--- src/audioPkg.sv ---
// audio package
// I2S frame constants and the structs passed between capture blocks

package audioPkg;

	//////////////////////////////////////////////////////////////////////
	// frame constants
	//////////////////////////////////////////////////////////////////////

	localparam int prescalerWidth  = 9;  // low 8 bits count one 256 cycle frame
	localparam int slotsPerChannel = 32; // bck periods per lrck half
	localparam int firstDataSlot   = 1;  // msb one slot after lrck edge
	localparam int latchSlot       = 25; // right half, after last data bit
	localparam int sampleWidth     = 24; // adc resolution

	//////////////////////////////////////////////////////////////////////
	// structs
	//////////////////////////////////////////////////////////////////////

	// codec pins driven by the receiver
	typedef struct packed {
		logic bck;  // bit clock, clk/4
		logic lrck; // left/right clock, clk/256
		logic scki; // codec system clock
	} i2sPins;

	typedef struct packed {
		logic shiftStrobe;  // clk cycle ahead of a bck rise, data slots only
		logic rightChannel; // lrck high half
		logic frameStrobe;  // latch cycle
	} i2sTiming;

	typedef struct packed {
		logic [sampleWidth-1:0] left;
		logic [sampleWidth-1:0] right;
	} stereoSample;

endpackage

--- src/apbPkg.sv ---
// APB package
// request and response structs plus the sample register map

package apbPkg;

	localparam int addrWidth = 4;
	localparam int dataWidth = 32;

	// host to slave
	typedef struct packed {
		logic psel;
		logic penable;
		logic pwrite;
		logic [addrWidth-1:0] paddr;
		logic [dataWidth-1:0] pwdata;
	} apbReq;

	// slave to host
	typedef struct packed {
		logic [dataWidth-1:0] prdata;
		logic pready;
		logic pslverr;
	} apbRsp;

	//////////////////////////////////////////////////////////////////////
	// register map, all read only
	//////////////////////////////////////////////////////////////////////

	localparam logic [addrWidth-1:0] regLeft       = 4'h0;
	localparam logic [addrWidth-1:0] regRight      = 4'h4;
	localparam logic [addrWidth-1:0] regStatus     = 4'h8;
	localparam logic [addrWidth-1:0] regFrameCount = 4'hC;

	// status register layout
	typedef struct packed {
		logic [dataWidth-3:0] reserved;
		logic overrun;   // bit 1, sample lost before status read
		logic newSample; // bit 0
	} statusWord;

endpackage

--- src/i2sClockGen.sv ---
// I2S clock generator
// free-running frame prescaler decoded into codec clocks and capture strobes

module i2sClockGen
(
	input logic clk,
	input logic reset,
	output audioPkg::i2sPins pins,
	output audioPkg::i2sTiming timing
);
	import audioPkg::*;

	localparam int SlotBits = $clog2(slotsPerChannel); // 5, slot is prescaler[6:2]
	localparam logic [SlotBits-1:0] FirstSlot = SlotBits'(firstDataSlot);
	localparam logic [SlotBits-1:0] LastSlot  = SlotBits'(firstDataSlot + sampleWidth - 1);
	localparam logic [SlotBits-1:0] LatchSlot = SlotBits'(latchSlot);

	logic [prescalerWidth-1:0] prescaler;
	logic [SlotBits-1:0] slot; // bit slot inside the current half frame
	logic lrckBit;
	logic risePhase;           // bck rises at the end of this cycle
	logic sckiReg;

	always_ff @(posedge clk)
	begin
		if (reset)
		begin
			prescaler <= '0;
			sckiReg <= 1'b0;
		end
		else
		begin
			prescaler <= prescaler + 1'b1;
			sckiReg <= prescaler[0]; // clk/2
		end
	end

	assign slot      = prescaler[SlotBits+1:2];
	assign lrckBit   = prescaler[SlotBits+2]; // bit 7
	assign risePhase = (prescaler[1:0] == 2'd1);

	assign pins.bck  = prescaler[1]; // 64 fs
	assign pins.lrck = lrckBit;      // fs, low for left
	assign pins.scki = sckiReg;

	// strobes let every downstream register run on clk
	assign timing.shiftStrobe  = risePhase && (slot >= FirstSlot) && (slot <= LastSlot);
	assign timing.rightChannel = lrckBit;
	assign timing.frameStrobe  = risePhase && lrckBit && (slot == LatchSlot);

endmodule

--- src/i2sDeserializer.sv ---
// I2S deserializer
// left/right shift registers and the once-per-frame stereo latch

module i2sDeserializer
#(
	parameter int SampleWidth = audioPkg::sampleWidth
)
(
	input logic clk,
	input logic reset,
	input logic din,
	input audioPkg::i2sTiming timing,
	output audioPkg::stereoSample sample,
	output logic sampleValid
);
	import audioPkg::*;

	logic [SampleWidth-1:0] leftShift;  // msb arrives first
	logic [SampleWidth-1:0] rightShift;

	//////////////////////////////////////////////////////////////////////
	// capture
	//////////////////////////////////////////////////////////////////////

	// exactly SampleWidth strobes per half, so no bit count is needed
	always_ff @(posedge clk)
	begin
		if (timing.shiftStrobe)
		begin
			if (timing.rightChannel)
				rightShift <= {rightShift[SampleWidth-2:0], din};
			else
				leftShift <= {leftShift[SampleWidth-2:0], din};
		end
	end

	//////////////////////////////////////////////////////////////////////
	// frame latch
	//////////////////////////////////////////////////////////////////////

	// both halves copied together, left and right always from one frame
	always_ff @(posedge clk)
	begin
		if (reset)
		begin
			sample <= '0;
			sampleValid <= 1'b0;
		end
		else
		begin
			sampleValid <= timing.frameStrobe; // one cycle every 256
			if (timing.frameStrobe)
			begin
				sample.left <= sampleWidth'(leftShift);
				sample.right <= sampleWidth'(rightShift);
			end
		end
	end

endmodule

--- src/apbSampleRegs.sv ---
// APB sample registers
// status flags, frame counter and zero wait state readout of the stereo sample

module apbSampleRegs
#(
	parameter int SampleWidth = audioPkg::sampleWidth
)
(
	input logic clk,
	input logic reset,
	input audioPkg::stereoSample sample,
	input logic sampleValid,
	input apbPkg::apbReq apbIn,
	output apbPkg::apbRsp apbOut
);
	import apbPkg::*;

	logic newSample;
	logic overrun;
	logic [dataWidth-1:0] frameCount; // latched frames since reset
	logic access;                     // access phase of any transfer
	logic readAccess;
	logic statusRead;                 // clears both flags
	logic addrHit;
	statusWord status;

	// sample msb copied into the upper bits
	function automatic logic [dataWidth-1:0] signExtend(input logic [SampleWidth-1:0] value);
		return {{(dataWidth - SampleWidth){value[SampleWidth-1]}}, value};
	endfunction

	assign access     = apbIn.psel && apbIn.penable;
	assign readAccess = access && !apbIn.pwrite;
	assign statusRead = readAccess && (apbIn.paddr == regStatus);
	assign addrHit    = apbIn.paddr inside {regLeft, regRight, regStatus, regFrameCount};

	//////////////////////////////////////////////////////////////////////
	// flags and counter
	//////////////////////////////////////////////////////////////////////

	always_ff @(posedge clk)
	begin
		if (reset)
		begin
			newSample <= 1'b0;
			overrun <= 1'b0;
		end
		else if (sampleValid)
		begin
			newSample <= 1'b1; // a fresh sample beats a same-cycle clear
			overrun <= (newSample || overrun) && !statusRead; // previous one never read
		end
		else if (statusRead)
		begin
			newSample <= 1'b0;
			overrun <= 1'b0;
		end
	end

	always_ff @(posedge clk)
	begin
		if (reset)
			frameCount <= '0;
		else if (sampleValid)
			frameCount <= frameCount + 1'b1; // wraps
	end

	assign status = '{reserved: '0, overrun: overrun, newSample: newSample};

	//////////////////////////////////////////////////////////////////////
	// read decode
	//////////////////////////////////////////////////////////////////////

	always_comb
	begin
		apbOut.prdata = '0;
		apbOut.pready = 1'b1; // never any wait states
		apbOut.pslverr = access && (apbIn.pwrite || !addrHit); // nothing writable
		if (readAccess)
		begin
			case (apbIn.paddr)
				regLeft:       apbOut.prdata = signExtend(sample.left[SampleWidth-1:0]);
				regRight:      apbOut.prdata = signExtend(sample.right[SampleWidth-1:0]);
				regStatus:     apbOut.prdata = status;
				regFrameCount: apbOut.prdata = frameCount;
				default:       apbOut.prdata = '0; // unmapped, pslverr set
			endcase
		end
	end

endmodule

--- src/i2sCapture.sv ---
// I2S capture top
// stereo receiver for a 24-bit ADC, clock master, samples read over APB

module i2sCapture
#(
	parameter int SampleWidth = audioPkg::sampleWidth
)
(
	input logic clk,
	input logic reset,
	input logic din,               // codec serial data
	output audioPkg::i2sPins pins, // bck, lrck, scki
	input apbPkg::apbReq apbIn,
	output apbPkg::apbRsp apbOut
);
	import audioPkg::*;

	i2sTiming timing;    // strobes from the prescaler
	stereoSample sample; // latched frame
	logic sampleValid;

	i2sClockGen clockGen
	(
		.clk(clk),
		.reset(reset),
		.pins(pins),
		.timing(timing)
	);

	i2sDeserializer #(.SampleWidth(SampleWidth)) deserializer
	(
		.clk(clk),
		.reset(reset),
		.din(din),
		.timing(timing),
		.sample(sample),
		.sampleValid(sampleValid)
	);

	// readable 2 cycles after the latch slot
	apbSampleRegs #(.SampleWidth(SampleWidth)) sampleRegs
	(
		.clk(clk),
		.reset(reset),
		.sample(sample),
		.sampleValid(sampleValid),
		.apbIn(apbIn),
		.apbOut(apbOut)
	);

endmodule

--- config.mk ---
export PLATFORM = sky130hd
export DESIGN_NAME = i2sCapture
export DESIGN_NICKNAME = d
export VERILOG_FILES = /design/src/audioPkg.sv /design/src/apbPkg.sv /design/src/i2sClockGen.sv /design/src/i2sDeserializer.sv /design/src/apbSampleRegs.sv /design/src/i2sCapture.sv
export SDC_FILE = /design/constraint.sdc
export NUM_CORES = 1
export LEC_CHECK = 0
export BUFFER_PORTS_ARGS = -buffer_cell sky130_fd_sc_hd__buf_2
export CORE_MARGIN = 10
export CORE_UTILIZATION = 45
export DETAILED_ROUTE_END_ITERATION = 10
export GPL_TIMING_DRIVEN = 0
export PLACE_DENSITY = 0.72
export SLEW_MARGIN = 20
export SYNTH_ARGS = -nofsm -noshare
export SYNTH_HDL_FRONTEND = slang
export SYNTH_HIERARCHICAL = 1
export SYNTH_SLANG_ARGS = --single-unit
--- constraint.sdc ---
create_clock -name clk -period 2.73 [get_ports clk]
set_input_delay 0.273 -clock clk [delete_from_list [all_inputs] [get_ports clk]]
set_output_delay 0.273 -clock clk [all_outputs]
set_load 0.05 [all_outputs]
Word level (Yosys, flattened, before mapping) --
Index checks and enable logic that the tools add are counted.
Storage, ports and cells: bits in registers 141, output and inout bits 37, word-level logic and storage cells 44
Operators by class: add/sub/neg operators 2, magnitude comparators 2, equal/unequal tests 5, mux-type cells 5, bitwise logic cells 1, reduce and logical (&&, ||, !) cells 19
Operators with widths (number):
- $pmux W32 S4 | 1
- $add A32 B1 Y32 const B | 1
- $mux W32 | 1
- $add A9 B1 Y9 const B | 1
- $logic_and A1 B1 Y1 | 9
- $eq A4 B4 Y1 const B | 2
- $eq A5 B5 Y1 const B | 1
- $ge A5 B1 Y1 const B | 1
- $le A5 B5 Y1 const B | 1
- $eq A4 B3 Y1 const B | 1
- $logic_not A4 Y1 | 1
- $reduce_and A2 Y1 | 2
- $reduce_bool A4 Y1 | 1
- $logic_not A1 Y1 | 3
- $mux W1 | 3
- $eq A2 B1 Y1 const B | 1
- $logic_or A1 B1 Y1 | 2
- $reduce_bool A2 Y1 | 1
- $not A1 Y1 | 1

Depth between registers and ports, before layout --
depth in word-level cells 6, depth in mapped cells 9, gate-level depth less buffers 6

Hierarchy --
Netlist, hierarchy kept.
Modules (own cells, without submodules):
- i2sDeserializer | instances 1, cells an instance 207, area each 3191.8 µm², sequential area each 2422.3 µm²
- apbSampleRegs | instances 1, cells an instance 302, area each 2255.9 µm², sequential area each 680.7 µm²
- i2sClockGen | instances 1, cells an instance 47, area each 417.9 µm², sequential area each 180.2 µm²

Worst setup path after synthesis --
Ideal clock, no wire load.
path type input to output, start point in apbIn[33] in the netlist's numbering, end point out apbOut[10] in the netlist's numbering, arrival 2164 ps, required time 2457 ps, setup slack 293 ps, cell stages on the path 4, buffers on the path 1, cells stage by stage nor4b_1 -> clkbuf_1 -> a22oi_1 -> a21oi_1
RTL lines:
- from (decl) | line i2sCapture.sv:13 | input apbPkg::apbReq apbIn,
- to (decl) | line i2sCapture.sv:14 | output apbPkg::apbRsp apbOut

==> flow_summary.yaml <==
synthesis:
  ys_ff_latch: 140
  netlist_area_um2: 5870
  yosys-top-cells-area: "dfxtp_1, edfxtp_1, mux2i_1"
  netlist.area_leader.share: 0.314
  syn_nets: 601
  synthArstFlopShare: 0
  yosysTopAreaCell: "dfxtp_1"
  ys_types: 49
  syn_area_per_cell_um2: 10.5
  synth_ff_type: "dfxtp_1"
  syn_inst: 556
  yosysWarnings: 6
  ys_seq_area_frac: 0.560
  synth_edf_count: 48
final_layout:
  nets: 664
  post-route-util: 0.543
  drive_above_1_share: 0.174
  antenna_cells: 0
  layout_common_cells: "dfxtp_1, nor2_1, a21oi_1"
  final_common_cell: "dfxtp_1"
  syn_to_final_growth_pct: 17.4
clocking:
  cts.sink_count: 140
  cts_resized: 1
  cts_buffers: 17
  clk_latency_ns: 0.42
  cts_tree: "done"
  clk_pin_slew_ns: 0.06
  htree_levels: 4
  cts_root_buf: "clkbuf_16"
  cts_hold_buf: 0
  cts_buffer_depth: 2
  post_cts_buffers: 0
setup_path:
  end_kind: "primary output"
  path_class: "input pin to primary output"
  crit_required_ns: 2.46
  critPathArrivalTime_ns: 2.35
  worstPathMaxFanout: 10
  startpoint_type: "input pin"
placed_design:
  globalplace.congestion: 0.844
  dp_hpwl_um: 9840
  port-buffer-count: 44
  dp_slack_ns: -0.0208
global_route:
  grt_overflow: 0
  grt_pass1_wl_um: 22800
  grt_pass1_vias: 4333
  antenna_found_initial: 0
  grt_usage: 0.157
  grt_max_degree: 25
timing:
  fmax_mhz: 381
  finalHoldViolCount: 0
  rsz0062_at_grt: "no"
  setup_viol: 0
  tightestPinTransition_ns: 0.872
  fin_ws_ns: 0.107
  finalClockSkew_ns: 0.0110
  period_needed_ns: 2.62
  holdWs_ns: 0.0488
  drv_slew: 0
  slew_headroom: 0.413
  period_share: 0.961
power_and_ir_drop:
  cellPowerDensity_nw_per_um2: 643
  ir_drop_uv: 388
  switching_share: 0.218
  p_sw_uw: 965
  pwr-share-clk: 0.490
  power.share.sequential: 0.489
  comb_power_share: 0.022
  p_leak_nw: 2.21
  power.internal_mw: 3.46
routing:
  drt_first_pass_iters: 6
  num_vias: 4501
  drc_errors: 0
  dr.first_iter.drc_count: 401
  via_per_inst: 5.60
  wire_per_inst_um: 17.4
  postRouteAntennaNets: 0
  routed_wl_um: 14000
die:
  num_io_pins: 79
  die_w_um: 134
  row_count: 41
  die_area_um2: 18000
  die_h_um: 134
  core_um2: 12700
  initial_core_util: 0.463
run_status:
  outcome: "finished clean"
run:
  maxCapViolations: 0
min_path:
  hold_path_class: "input pin to flip-flop"
## synthesized netlist by cell type (2+ instances only)
library cell and number:
nand3_1 15, nor2b_1 5, or4_1 9, o21ai_0 7
or3_1 10, inv_1 8, buf_4 8, o31ai_1 10
mux2i_1 49, dfxtp_1 92, a22oi_1 26, ha_1 3
and3_1 2, nand4bb_1 2, nor3_1 5, o41ai_1 4
nor4_1 10, nor4b_1 2, or2_2 4, buf_2 3
nand2_1 45, clkbuf_8 2, nand2b_1 2, nor2_1 68
buf_6 4, a21oi_1 56, nand4_1 7, xnor2_1 8
xor2_1 5, edfxtp_1 48, clkbuf_1 19
## area by class of cell
class | instances | area [um^2]
repair buffers | 44 | 220
plain buffers | 38 | 254
flip-flops and latches | 140 | 3280
clock buffers | 19 | 443
well taps | 172 | 215
inverters | 8 | 30.0
multi-input cells | 370 | 2320
fillers | 1113 | 5790
clock inverters | 13 | 119
## sequential cells by signal, summed over array words and instances (netlist names)
signal	cells
sampleRegs/newSample	1
deserializer/sampleValid	1
sampleRegs/frameCount	32
deserializer/sample	48
sampleRegs/overrun	1
clockGen/sckiReg	1
clockGen/prescaler	8
deserializer/rightShift	24
deserializer/leftShift	24
## power groups by stage
| stage | logic, mW | clock network [mW] | registers (mW) |
|---|---|---|---|
| 3_5_place_dp | 0.0962 | 0 | 2.21 |
| 5_1_grt | 0.106 | 2.30 | 2.16 |
| 4_1_cts | 0.0973 | 2.20 | 2.16 |
| 6_report | 0.0971 | 2.17 | 2.16 |
| 3_3_place_gp | 0.0924 | 0 | 2.21 |
| 2_1_floorplan | 0.0656 | 0 | 2.21 |
## per-layer routing
| metal | wire [um] | GRT usage |
|---|---|---|
| met2 | 6620 | 0.250 |
| met4 | 189 | 0.0605 |
| met5 | 0 | 0 |
| met1 | 6280 | 0.196 |
| met3 | 886 | 0.0482 |
## worst max-delay path, cell delays in order
cell and delay [ns]:
buf_2 0.13, nor4b_2 0.69, clkbuf_1 0.48, a22oi_1 0.21
a21oi_1 0.25, buf_2 0.31
## final timing paths
| kind | startpoint | endpoint | slack, ns | cells after the start |
|---|---|---|---|---|
| max | apbIn[33] | apbOut[18] | 0.11 | 6 |
| min | din | deserializer/rightShift[0]$_DFFE_PP_ | 0.05 | 1 |
| max reg2reg | sampleRegs/frameCount[2]$_SDFFE_PP0P_ | sampleRegs/frameCount[17]$_SDFFE_PP0P_ | 0.57 | 5 |
| min reg2reg | deserializer/leftShift[19]$_DFFE_PP_ | deserializer/leftShift[20]$_DFFE_PP_ | 0.45 | 0 |
## cell families (layout without fill, tap and decap cells)
kind of cell	count (synthesis)	in the layout	synth area share
other	1	1	0.000639
multiplexers	50	50	0.0855
buffers and inverters	46	122	0.0484
flip-flops	140	140	0.560
adder cells (fa/ha/maj)	3	3	0.00640
XOR/XNOR	13	13	0.0194
AO/OA/AOI/OAI	107	107	0.112
AND/OR/NAND/NOR	196	196	0.168
## through the flow
stage	total power, mW	TNS (ns)	instance area, um^2	std cells
after global placement	2.30	-4.56	6300	772
after floorplan	2.27	0	5870	556
after CTS	4.46	0	6880	804
after global routing	4.57	0	6880	804
after detailed placement	2.30	-0.0432	6320	772
final	4.43	0	6880	804
Power figures use the tool's default switching activity.
